## config.mk

```make
export PLATFORM = sky130hd
export DESIGN_NAME = clint_top
export DESIGN_NICKNAME = d
export VERILOG_FILES = /design/src/design/clint_pkg.sv /design/src/design/clint_mtime.sv /design/src/design/clint_hart_regs.sv /design/src/design/clint_axil_port.sv /design/src/design/clint_top.sv
export VERILOG_INCLUDE_DIRS = /design/src /design/src/include
export SDC_FILE = /design/constraint.sdc
export NUM_CORES = 1
export LEC_CHECK = 0
export BUFFER_PORTS_ARGS = -buffer_cell sky130_fd_sc_hd__buf_2
export CAP_MARGIN = 25
export CELL_PAD_IN_SITES_DETAIL_PLACEMENT = 1
export CELL_PAD_IN_SITES_GLOBAL_PLACEMENT = 1
export CORE_ASPECT_RATIO = 1.2
export CORE_MARGIN = 1.5
export CORE_UTILIZATION = 40
export CTS_CLUSTER_DIAMETER = 120
export DETAILED_ROUTE_END_ITERATION = 10
export PLACE_DENSITY_LB_ADDON = 0.1
export SETUP_SLACK_MARGIN = 0.1
export SYNTH_ARGS = -nofsm -noshare
export SYNTH_HDL_FRONTEND = slang
export SYNTH_SLANG_ARGS = --single-unit
```

## constraint.sdc

```tcl
create_clock -name clk -period 8.9 [get_ports clk]
set_input_delay 1.335 -clock clk [delete_from_list [all_inputs] [get_ports clk]]
set_output_delay 1.335 -clock clk [all_outputs]
set_load 0.02 [all_outputs]
```

## src/include/clint_defines.svh

```systemverilog
`ifndef CLINT_DEFINES_SVH
`define CLINT_DEFINES_SVH

// ****************************************
// CLINT configuration
// ****************************************

// Number of harts served by this CLINT
`define CLINT_NUM_HARTS 2

// Clocks per mtime increment
`define CLINT_TICK_DIV 4

// ****************************************
// Address map
// ****************************************

// Software interrupt registers, one word per hart on an 8 byte stride
`define CLINT_MSIP_BASE 16'h0000

// Timer compare registers, 8 bytes per hart
`define CLINT_MTIMECMP_BASE 16'h4000

// Free running timer, low word here and high word at +4
`define CLINT_MTIME_BASE 16'hBFF8

// AXI response codes
`define CLINT_RESP_OKAY 2'd0
`define CLINT_RESP_SLVERR 2'd2

`endif

```

## src/design/clint_pkg.sv

```systemverilog
package clint_pkg;

	// Register region selected by a bus address
	typedef enum logic [1:0] {
		CLINT_REGION_MSIP     = 2'd0,
		CLINT_REGION_MTIMECMP = 2'd1,
		CLINT_REGION_MTIME    = 2'd2,
		CLINT_REGION_NONE     = 2'd3
	} clint_region_e;

	// Field layout of a 16-bit register offset
	typedef struct packed {
		logic [1:0]  region;
		logic [10:0] hart;
		logic        word_hi;
		logic [1:0]  byte_off;
	} clint_addr_fields_t;

	// The same address word seen as a raw offset or as its fields
	typedef union packed {
		logic [15:0]        raw;
		clint_addr_fields_t f;
	} clint_addr_u;

	// Replace the strobed bytes of one 32-bit half of a 64-bit register
	function automatic logic [63:0] strb_merge(
		input logic [63:0] old_val,
		input logic [31:0] wdata,
		input logic [3:0]  wstrb,
		input logic        word_hi
	);
		logic [63:0] mask;
		mask = '0;
		for (int b = 0; b < 4; b++) begin
			mask[b*8 +: 8] = {8{wstrb[b]}};
		end
		if (word_hi) begin
			mask = mask << 32;
		end
		return (old_val & ~mask) | ({wdata, wdata} & mask);
	endfunction

endpackage

```

## src/design/clint_mtime.sv

```systemverilog
`timescale 1ns/1ps
`include "clint_defines.svh"

module clint_mtime (
	input  logic        clk,
	input  logic        rst_n,
	input  logic        we,
	input  logic        word_hi,
	input  logic [31:0] wdata,
	input  logic [3:0]  wstrb,
	output logic [63:0] mtime
);
	import clint_pkg::*;

	localparam int DIV_W = (`CLINT_TICK_DIV > 1) ? $clog2(`CLINT_TICK_DIV) : 1;
	localparam logic [DIV_W-1:0] DIV_LAST = DIV_W'(`CLINT_TICK_DIV - 1);

	logic [DIV_W-1:0] div_cnt;
	logic             tick;
	logic [63:0]      mtime_inc;

	// ****************************************
	// Prescaler
	// ****************************************

	assign tick = (div_cnt == DIV_LAST);

	always_ff @(posedge clk) begin
		if (!rst_n) begin
			div_cnt <= '0;
		end else if (tick) begin
			div_cnt <= '0;
		end else begin
			div_cnt <= div_cnt + 1'b1;
		end
	end

	// ****************************************
	// Counter
	// ****************************************

	assign mtime_inc = mtime + 64'(tick);

	// Bytes not covered by the strobes keep the advanced count
	always_ff @(posedge clk) begin
		if (!rst_n) begin
			mtime <= '0;
		end else if (we) begin
			mtime <= strb_merge(mtime_inc, wdata, wstrb, word_hi);
		end else begin
			mtime <= mtime_inc;
		end
	end

endmodule

```

## src/design/clint_hart_regs.sv

```systemverilog
`timescale 1ns/1ps
`include "clint_defines.svh"

module clint_hart_regs (
	input  logic                        clk,
	input  logic                        rst_n,
	input  logic                        cmp_we,
	input  logic                        msip_we,
	input  logic [10:0]                 wr_hart,
	input  logic                        word_hi,
	input  logic [31:0]                 wdata,
	input  logic [3:0]                  wstrb,
	input  logic [63:0]                 mtime,
	input  logic [10:0]                 rd_hart,
	input  clint_pkg::clint_region_e    rd_region,
	input  logic                        rd_word_hi,
	output logic [31:0]                 rd_data,
	output logic [`CLINT_NUM_HARTS-1:0] timer_irq,
	output logic [`CLINT_NUM_HARTS-1:0] soft_irq
);
	import clint_pkg::*;

	localparam int NH = `CLINT_NUM_HARTS;

	logic [63:0]   mtimecmp [NH];
	logic [NH-1:0] msip;

	// ****************************************
	// Register writes
	// ****************************************

	// The port only raises an enable for a hart index that exists
	always_ff @(posedge clk) begin
		if (!rst_n) begin
			for (int h = 0; h < NH; h++) begin
				mtimecmp[h] <= '1;
			end
			msip <= '0;
		end else begin
			for (int h = 0; h < NH; h++) begin
				if (cmp_we && wr_hart == 11'(h)) begin
					mtimecmp[h] <= strb_merge(mtimecmp[h], wdata, wstrb, word_hi);
				end
				// Only bit 0 of msip is implemented
				if (msip_we && wr_hart == 11'(h) && wstrb[0]) begin
					msip[h] <= wdata[0];
				end
			end
		end
	end

	// ****************************************
	// Interrupts
	// ****************************************

	always_ff @(posedge clk) begin
		if (!rst_n) begin
			timer_irq <= '0;
		end else begin
			for (int h = 0; h < NH; h++) begin
				timer_irq[h] <= (mtime >= mtimecmp[h]);
			end
		end
	end

	assign soft_irq = msip;

	// ****************************************
	// Read-out
	// ****************************************

	always_comb begin
		rd_data = '0;
		for (int h = 0; h < NH; h++) begin
			if (rd_hart == 11'(h)) begin
				case (rd_region)
					CLINT_REGION_MTIMECMP: begin
						rd_data = rd_word_hi ? mtimecmp[h][63:32] : mtimecmp[h][31:0];
					end
					CLINT_REGION_MSIP: begin
						rd_data = {31'd0, msip[h]};
					end
					default: begin
						rd_data = '0;
					end
				endcase
			end
		end
	end

endmodule

```

## src/design/clint_axil_port.sv

```systemverilog
`timescale 1ns/1ps
`include "clint_defines.svh"

module clint_axil_port (
	input  logic                     clk,
	input  logic                     rst_n,
	input  logic [15:0]              awaddr,
	input  logic                     awvalid,
	output logic                     awready,
	input  logic [31:0]              wdata,
	input  logic [3:0]               wstrb,
	input  logic                     wvalid,
	output logic                     wready,
	output logic [1:0]               bresp,
	output logic                     bvalid,
	input  logic                     bready,
	input  logic [15:0]              araddr,
	input  logic                     arvalid,
	output logic                     arready,
	output logic [31:0]              rdata,
	output logic [1:0]               rresp,
	output logic                     rvalid,
	input  logic                     rready,
	input  logic [63:0]              mtime,
	output logic                     mtime_we,
	output logic                     cmp_we,
	output logic                     msip_we,
	output logic [10:0]              wr_hart,
	output logic                     word_hi,
	output logic [31:0]              wr_data,
	output logic [3:0]               wr_strb,
	output logic [10:0]              rd_hart,
	output clint_pkg::clint_region_e rd_region,
	output logic                     rd_word_hi,
	input  logic [31:0]              rd_data
);
	import clint_pkg::*;

	localparam logic [15:0] MSIP_BASE   = `CLINT_MSIP_BASE;
	localparam logic [15:0] CMP_BASE    = `CLINT_MTIMECMP_BASE;
	localparam logic [15:0] MTIME_BASE  = `CLINT_MTIME_BASE;
	localparam logic [1:0]  RESP_OKAY   = `CLINT_RESP_OKAY;
	localparam logic [1:0]  RESP_SLVERR = `CLINT_RESP_SLVERR;

	typedef enum logic {W_IDLE, W_RESP} wr_state_e;
	typedef enum logic {R_IDLE, R_DATA} rd_state_e;

	// ****************************************
	// Address decode
	// ****************************************

	// msip lives only in the low word of its 8 byte slot
	function automatic clint_region_e addr_region(input clint_addr_u addr);
		clint_region_e region;
		if (addr.raw[15:3] == MTIME_BASE[15:3]) begin
			region = CLINT_REGION_MTIME;
		end else if (addr.raw[15:14] == CMP_BASE[15:14]) begin
			region = CLINT_REGION_MTIMECMP;
		end else if (addr.raw[15:14] == MSIP_BASE[15:14] && addr.raw[2] == MSIP_BASE[2]) begin
			region = CLINT_REGION_MSIP;
		end else begin
			region = CLINT_REGION_NONE;
		end
		return region;
	endfunction

	function automatic logic addr_miss(input clint_region_e region, input logic [10:0] hart);
		logic miss;
		case (region)
			CLINT_REGION_NONE:  miss = 1'b1;
			CLINT_REGION_MTIME: miss = 1'b0;
			default:            miss = (hart >= 11'(`CLINT_NUM_HARTS));
		endcase
		return miss;
	endfunction

	clint_addr_u   wr_addr;
	clint_addr_u   rd_addr;
	clint_region_e wr_region;
	logic          wr_miss;
	logic          rd_miss;
	logic          wr_fire;
	logic          rd_fire;
	logic [31:0]   rd_word;
	wr_state_e     wr_state;
	wr_state_e     wr_state_next;
	rd_state_e     rd_state;
	rd_state_e     rd_state_next;

	// ****************************************
	// Write channel
	// ****************************************

	assign wr_addr   = awaddr;
	assign wr_region = addr_region(wr_addr);
	assign wr_miss   = addr_miss(wr_region, wr_addr.f.hart);

	// Address and data are taken together, never while a response waits
	assign awready = awvalid & wvalid & (wr_state == W_IDLE);
	assign wready  = awready;
	assign wr_fire = awvalid & awready;

	assign mtime_we = wr_fire & ~wr_miss & (wr_region == CLINT_REGION_MTIME);
	assign cmp_we   = wr_fire & ~wr_miss & (wr_region == CLINT_REGION_MTIMECMP);
	assign msip_we  = wr_fire & ~wr_miss & (wr_region == CLINT_REGION_MSIP);
	assign wr_hart  = wr_addr.f.hart;
	assign word_hi  = wr_addr.f.word_hi;
	assign wr_data  = wdata;
	assign wr_strb  = wstrb;

	always_ff @(posedge clk) begin
		if (!rst_n) begin
			wr_state <= W_IDLE;
		end else begin
			wr_state <= wr_state_next;
		end
	end

	always_comb begin
		wr_state_next = wr_state;
		case (wr_state)
			W_IDLE: if (wr_fire) wr_state_next = W_RESP;
			W_RESP: if (bready) wr_state_next = W_IDLE;
		endcase
	end

	always_ff @(posedge clk) begin
		if (wr_fire) begin
			bresp <= wr_miss ? RESP_SLVERR : RESP_OKAY;
		end
	end

	assign bvalid = (wr_state == W_RESP);

	// ****************************************
	// Read channel
	// ****************************************

	assign rd_addr    = araddr;
	assign rd_region  = addr_region(rd_addr);
	assign rd_miss    = addr_miss(rd_region, rd_addr.f.hart);
	assign rd_hart    = rd_addr.f.hart;
	assign rd_word_hi = rd_addr.f.word_hi;

	assign arready = (rd_state == R_IDLE);
	assign rd_fire = arvalid & arready;

	always_comb begin
		if (rd_miss) begin
			rd_word = '0;
		end else if (rd_region == CLINT_REGION_MTIME) begin
			rd_word = rd_word_hi ? mtime[63:32] : mtime[31:0];
		end else begin
			rd_word = rd_data;
		end
	end

	always_ff @(posedge clk) begin
		if (!rst_n) begin
			rd_state <= R_IDLE;
		end else begin
			rd_state <= rd_state_next;
		end
	end

	always_comb begin
		rd_state_next = rd_state;
		case (rd_state)
			R_IDLE: if (rd_fire) rd_state_next = R_DATA;
			R_DATA: if (rready) rd_state_next = R_IDLE;
		endcase
	end

	// Data is captured once and held until the master takes it
	always_ff @(posedge clk) begin
		if (rd_fire) begin
			rdata <= rd_word;
			rresp <= rd_miss ? RESP_SLVERR : RESP_OKAY;
		end
	end

	assign rvalid = (rd_state == R_DATA);

endmodule

```

## src/design/clint_top.sv

```systemverilog
`timescale 1ns/1ps
`include "clint_defines.svh"

module clint_top (
	input  logic                        clk,
	input  logic                        rst_n,
	input  logic [15:0]                 awaddr,
	input  logic                        awvalid,
	output logic                        awready,
	input  logic [31:0]                 wdata,
	input  logic [3:0]                  wstrb,
	input  logic                        wvalid,
	output logic                        wready,
	output logic [1:0]                  bresp,
	output logic                        bvalid,
	input  logic                        bready,
	input  logic [15:0]                 araddr,
	input  logic                        arvalid,
	output logic                        arready,
	output logic [31:0]                 rdata,
	output logic [1:0]                  rresp,
	output logic                        rvalid,
	input  logic                        rready,
	output logic [`CLINT_NUM_HARTS-1:0] timer_irq,
	output logic [`CLINT_NUM_HARTS-1:0] soft_irq
);
	import clint_pkg::*;

	logic [63:0]   mtime;
	logic          mtime_we;
	logic          cmp_we;
	logic          msip_we;
	logic [10:0]   wr_hart;
	logic          word_hi;
	logic [31:0]   wr_data;
	logic [3:0]    wr_strb;
	logic [10:0]   rd_hart;
	clint_region_e rd_region;
	logic          rd_word_hi;
	logic [31:0]   rd_data;

	// Bus port
	clint_axil_port u_port (
		.clk        (clk),
		.rst_n      (rst_n),
		.awaddr     (awaddr),
		.awvalid    (awvalid),
		.awready    (awready),
		.wdata      (wdata),
		.wstrb      (wstrb),
		.wvalid     (wvalid),
		.wready     (wready),
		.bresp      (bresp),
		.bvalid     (bvalid),
		.bready     (bready),
		.araddr     (araddr),
		.arvalid    (arvalid),
		.arready    (arready),
		.rdata      (rdata),
		.rresp      (rresp),
		.rvalid     (rvalid),
		.rready     (rready),
		.mtime      (mtime),
		.mtime_we   (mtime_we),
		.cmp_we     (cmp_we),
		.msip_we    (msip_we),
		.wr_hart    (wr_hart),
		.word_hi    (word_hi),
		.wr_data    (wr_data),
		.wr_strb    (wr_strb),
		.rd_hart    (rd_hart),
		.rd_region  (rd_region),
		.rd_word_hi (rd_word_hi),
		.rd_data    (rd_data)
	);

	// Shared timebase
	clint_mtime u_mtime (
		.clk     (clk),
		.rst_n   (rst_n),
		.we      (mtime_we),
		.word_hi (word_hi),
		.wdata   (wr_data),
		.wstrb   (wr_strb),
		.mtime   (mtime)
	);

	// Per-hart compare and software interrupt registers
	clint_hart_regs u_harts (
		.clk        (clk),
		.rst_n      (rst_n),
		.cmp_we     (cmp_we),
		.msip_we    (msip_we),
		.wr_hart    (wr_hart),
		.word_hi    (word_hi),
		.wdata      (wr_data),
		.wstrb      (wr_strb),
		.mtime      (mtime),
		.rd_hart    (rd_hart),
		.rd_region  (rd_region),
		.rd_word_hi (rd_word_hi),
		.rd_data    (rd_data),
		.timer_irq  (timer_irq),
		.soft_irq   (soft_irq)
	);

endmodule

```

# Word level (Yosys, flattened, before mapping)

Memory sizes are Yosys's and may differ from the RTL's.
Index checks and enable logic that the tools add are counted.

Bits in registers: 108
Bits in writable memories: 128
Input bits: 75
Memories: 1

Memory list:

| name             | depth | bits a word | rd ports | clocked after Yosys merged registers in | wr ports | RTL line              | text |
|---|---|---|---|---|---|---|---|
| u_harts.mtimecmp | 2     | 64          | 2        | 0                                       | 2        | clint_hart_regs.sv:25 | `logic [63:0] mtimecmp [NH];` |

Add/subtract/negate cells: 2
$lt $le $gt $ge: 4
Equal/unequal tests: 13
Multiplexer cells: 41
Bitwise operators: 28
Reductions and logical operators: 15

Operators by type and width:

| kind                                                 | number |
|---|---|
| two-way mux 64 bit                                   | 10 |
| AND 64 bit                                           | 6 |
| two-way mux 32 bit                                   | 6 |
| inverter 64 bit                                      | 3 |
| bitwise OR 64 bit                                    | 3 |
| >= comparator 64 bit                                 | 2 |
| one-hot mux 32 bit (2 select lines)                  | 2 |
| adder 64 x 1 -> 64 bit                               | 1 |
| equality test 13 bit, second input constant          | 2 |
| equality test 11 x 1 -> 1 bit, second input constant | 2 |
| >= comparator 11 x 2 -> 1 bit, second input constant | 2 |
| logical NOT 11 bit                                   | 2 |
| two-way mux 2 bit                                    | 8 |
| two-way mux 1 bit                                    | 11 |
| equality test 2 bit, second input constant           | 5 |
| AND 1 bit                                            | 8 |
| equality test 2 x 1 -> 1 bit, second input constant  | 4 |
| logical AND 1 bit                                    | 8 |
| logical NOT 2 bit                                    | 4 |
| one-hot mux 1 bit (2 select lines)                   | 4 |
| inverter 1 bit                                       | 6 |
| adder 2 x 1 -> 2 bit, second input constant          | 1 |
| bitwise OR 1 bit                                     | 2 |
| OR reduction 2 bit                                   | 1 |

# Logic depth before layout (Yosys ltp)

Depth after elaboration: 17
Gate-level depth with buffers: 10

# Hierarchy

Synthesis repeated with hierarchy kept, for this count alone.

Cell total of the unflattened synthesis: 1653
Area, all modules: 16199.3 µm²

By module, submodules not included:

| module          | times used | cells each | area an instance (µm²) |
|---|---|---|---|
| clint_hart_regs | 1          | 985        | 9805.7 |
| clint_mtime     | 1          | 419        | 3575.9 |
| clint_axil_port | 1          | 249        | 2817.7 |

# Worst setup path after synthesis

No wires, ideal clock.

Path type: input-to-reg
Start point: input wvalid
End point: memory u_harts.mtimecmp[0][0] (enable)
Setup time: 582 ps
Data arrival time: 6644 ps
Path slack: 1675 ps
Stages: 3
Cells stage by stage: and3b_1 > nand4_1 > o31ai_1

RTL lines:

| item        | RTL line              | text |
|---|---|---|
| from (decl) | clint_top.sv:12       | `input logic wvalid,` |
| to (decl)   | clint_hart_regs.sv:25 |  |

# Worst setup path after layout

Start point: register u_mtime.div_cnt[0]
End point: register u_mtime.mtime[60]

Cells in the longest elaborated chain, start to end: 5

RTL lines:

| item                       | RTL line          | text |
|---|---|---|
| from (decl)                | clint_mtime.sv:18 | `logic [DIV_W-1:0] div_cnt;` |
| from (signal assigned)     | clint_mtime.sv:34 | `div_cnt <= div_cnt + 1'b1;` |
| equality test 2 bit (*)    | clint_mtime.sv:26 | `assign tick = (div_cnt == DIV_LAST);` |
| adder 64 x 1 -> 64 bit (*) | clint_mtime.sv:42 | `assign mtime_inc = mtime + 64'(tick);` |
| AND 64 bit                 | clint_pkg.sv:40   | `return (old_val & ~mask) \| ({wdata, wdata} & mask);` |
| bitwise OR 64 bit          | clint_pkg.sv:40   |  |
| two-way mux 64 bit (*)     | clint_mtime.sv:48 | `end else if (we) begin` |
| to (signal assigned)       | clint_mtime.sv:49 | `mtime <= strb_merge(mtime_inc, wdata, wstrb, word_hi);` |
| to (signal assigned)       | clint_mtime.sv:51 | `mtime <= mtime_inc;` |
| to (decl)                  | clint_mtime.sv:11 | `output logic [63:0] mtime` |

Mark *: on every way between the ends. The rest lies on a longest branch, timed or not.
A chain may end at the register's enable or synchronous reset.

==> flow_metrics.py <==
metrics = {
    "outcome": {
        "outcome": "completed",
    },
    "final_layout": {
        "area_growth_pct": 13.0,
        "final_core_util_pct": 45.8,
        "multi_input_area_mm2": 0.00732,
        "layout-drive-gt1-share_pct": 13.3,
        "nNetsFinal": 1786,
        "antenna_cells": 0,
        "register_area_mm2": 0.00631,
        "fillers": 4097,
    },
    "route": {
        "vias": 11900,
        "dr.first_iter.drc_count": 656,
        "dr.pass1.iters": 5,
        "drc": 0,
        "wirelength_mm": 47.6,
        "ant_nets": 0,
        "avgRoutedWirePerCell_um": 23.0,
        "vias_per_cell": 5.75,
    },
    "global_routing": {
        "grt_overflow_total": 0,
        "grt_max_degree": 65,
        "grt_antenna_before_repair": 0,
        "grt_pass1_vias": 12600,
        "grt_pass1_wl_mm": 73.2,
        "grt_usage_pct": 25.9,
    },
    "placed_design": {
        "place.gp.congestion": 0.815,
        "io_buffers": 113,
        "hpwl_mm": 33.8,
    },
    "synth": {
        "synth.cell_area_mm2": 0.0145,
        "netlist_instances": 1491,
        "synth_seq_area_share_pct": 43.4,
        "synthFlopType": "edfxtp_1",
        "yosysWarnings": 0,
        "synth-edff-count": 162,
        "async_flop_share_pct": 0,
        "synth_seq_cells": 234,
        "syn_area_per_cell_um2": 9.75,
        "ys_types": 52,
    },
    "clocking": {
        "cts-buffers-inserted": 27,
        "cts_root_buf": "clkbuf_16",
        "cts_tree": "built",
        "clock_latency_ps": 560,
        "clockBufferDepth": 3,
        "cts-htree-levels": 1,
        "holdBufCountCts": 0,
        "cts_resized": 0,
        "clkSinkCount": 234,
        "cts_setup_buffers": 0,
        "path_clk_slew_ps": 60,
    },
    "timing": {
        "setup_viol": 0,
        "fin_tns_setup_ps": 0,
        "worst_slew_pin_slew_ps": 1130,
        "slew_viol_final": 0,
        "finalCritPeriodShare_pct": 38.4,
        "finalCriticalPeriod_ps": 3420,
        "slew_headroom_pct": 23.8,
        "rsz0062_at_grt": "no",
        "max_freq_mhz": 292,
        "hold_viol": 0,
        "fin_skew_ps": 16.0,
    },
    "power": {
        "combPwrFrac_pct": 5.6,
        "p_clk_share_pct": 46.0,
        "ir_worst_vdd_mv": 0.143,
        "powerDensity_mw_per_mm2": 147,
        "switchingPower_uw": 565,
        "power.leakage_nw": 7.30,
        "swShare_pct": 23.4,
        "pwr-share-seq_pct": 48.5,
        "intPower_mw": 1.85,
    },
    "critical_path": {
        "max_stage_delay_ps": 780,
        "r2r_end": "u_mtime.mtime[60]",
        "crit_chain": "ha_1 > ha_1 > ha_1 > and2_1 > nand4b_1 > nor4_1 > xnor2_1 > a21oi_1",
        "cp-startpoint": "u_mtime.div_cnt[0]",
        "critPathLaunchType": "flip-flop",
        "endpoint_kind": "flip-flop",
        "regToRegStartpoint": "u_mtime.div_cnt[0]",
        "ff2ff_setup_slack_ps": 5480,
        "path_buf_inv": 0,
        "timing.critical_path.required_ps": 9310,
        "reg2regPathDepth": 8,
        "cp_common_cell": "ha_1",
        "cp_max_fo": 12,
        "arrival_ps": 3830,
        "path_delay_family": "simple AND/OR/NAND/NOR gates",
        "cpMaxStageDelayCell": "nor4_1",
        "cp_num_cells": 8,
        "crit_type": "reg2reg",
        "endpoint": "u_mtime.mtime[60]",
    },
    "floorplan": {
        "dieArea_mm2": 0.0375,
        "start_util_pct": 40.6,
        "coreArea_mm2": 0.0358,
        "die_h_um": 212,
        "rows": 76,
        "die_w_um": 177,
        "num_io_pins": 120,
    },
    "run": {
        "drv_cap": 0,
    },
    "min_path": {
        "min_path_type": "reg2reg",
    },
}
how the worst min path moves through the flow:
stage                                   from                  to  cells after the start
after floorplan           u_mtime.div_cnt[0]  u_mtime.div_cnt[0]                      1
after global placement    u_mtime.div_cnt[0]  u_mtime.div_cnt[0]                      1
after detailed placement  u_mtime.div_cnt[0]  u_mtime.div_cnt[0]                      1
after CTS                 u_mtime.div_cnt[0]  u_mtime.div_cnt[0]                      1
after global routing      u_mtime.div_cnt[0]  u_mtime.div_cnt[0]                      1
final                     u_mtime.div_cnt[0]  u_mtime.div_cnt[0]                      1
cells in the final DEF, fill, tap and decap left out, types with 35 or more instances in the layout:
master | synthesis | layout
mux2i_1 | 35 | 35
xnor2_1 | 44 | 44
a21oi_1 | 137 | 137
inv_1 | 176 | 176
nor2_1 | 58 | 58
nand3_1 | 42 | 42
nand4_1 | 44 | 44
ha_1 | 131 | 131
o21ai_0 | 182 | 182
buf_2 | 6 | 112
edfxtp_1 | 162 | 162
dfxtp_1 | 72 | 72
nand2_1 | 94 | 92
cell usage after synthesis (23+ instances only):
cell type  count  area, um2
nor2_1        58        218
mux2i_1       35        350
nand4_1       44        275
clkbuf_1      50        188
ha_1         131       1640
edfxtp_1     162       4860
xnor2_1       44        385
nor4_1        23        144
nand3_1       42        210
a21oi_1      137        686
o21ai_0      182        911
mux4_2        32        721
nand2_1       94        353
inv_1        176        661
dfxtp_1       72       1440
a211oi_1      32        240
o22ai_1       33        206
flip-flops by register name, indices dropped and copies added, names as in the netlist:
register / count
u_harts.mtimecmp: 128
u_harts.soft_irq: 2
u_harts.timer_irq: 2
u_mtime.div_cnt: 2
u_mtime.mtime: 64
u_port.bresp: 1
u_port.bvalid: 1
u_port.rdata: 32
u_port.rresp: 1
u_port.rvalid: 1
cells by family (layout without fill, tap and decap cells):
kind of cell             Yosys count  count (layout)  share of synthesized area, %
buffers and inverters            246             354                          6.48
AO/OA/AOI/OAI                    417             417                          15.8
AND/OR/NAND/NOR                  334             334                          12.0
multiplexers                      67              67                          7.37
flip-flops                       234             234                          43.4
other                              1               2                        0.0258
XOR/XNOR                          61              61                          3.67
adder cells (fa/ha/maj)          131             131                          11.3
through the flow:
stage	instances	instance area [um2]	power (mW)	worst slack, ps	hold WS (ps)
after floorplan	1492	14500	1.27	1670	404
after global placement	2018	15500	1.33	5040	413
after detailed placement	2019	15600	1.33	5020	434
after CTS	2068	16400	2.44	5510	450
after global routing	2068	16400	2.49	5350	459
final	2068	16400	2.42	5480	445
layer usage:
metal / part of all wire, % / vias to the layer above / GRT usage (%)
met4: 2.3 / 0 / 7.16
met5: 0 / - / 0
met1: 42 / 5960 / 31.8
met3: 3.8 / 62 / 3.11
met2: 52 / 233 / 47.1
li1: - / 5633 / -
power by group through the flow:
stage	registers (mW)	clock network (mW)	logic, mW
2_1_floorplan	1.21	0	0.0571
3_3_place_gp	1.20	0	0.134
3_5_place_dp	1.20	0	0.136
4_1_cts	1.17	1.13	0.137
5_1_grt	1.17	1.17	0.145
6_report	1.17	1.11	0.135
cell type report:
type	instances	share of cell area, %
tap	468	3.56
sequential	234	38.4
clock buffer	40	4.65
multi-input combinational	1012	44.5
inverter	177	4.04
clock inverter	9	0.563
timing repair buffer	128	4.26
No activity file was read; power rests on OpenSTA's default activity.
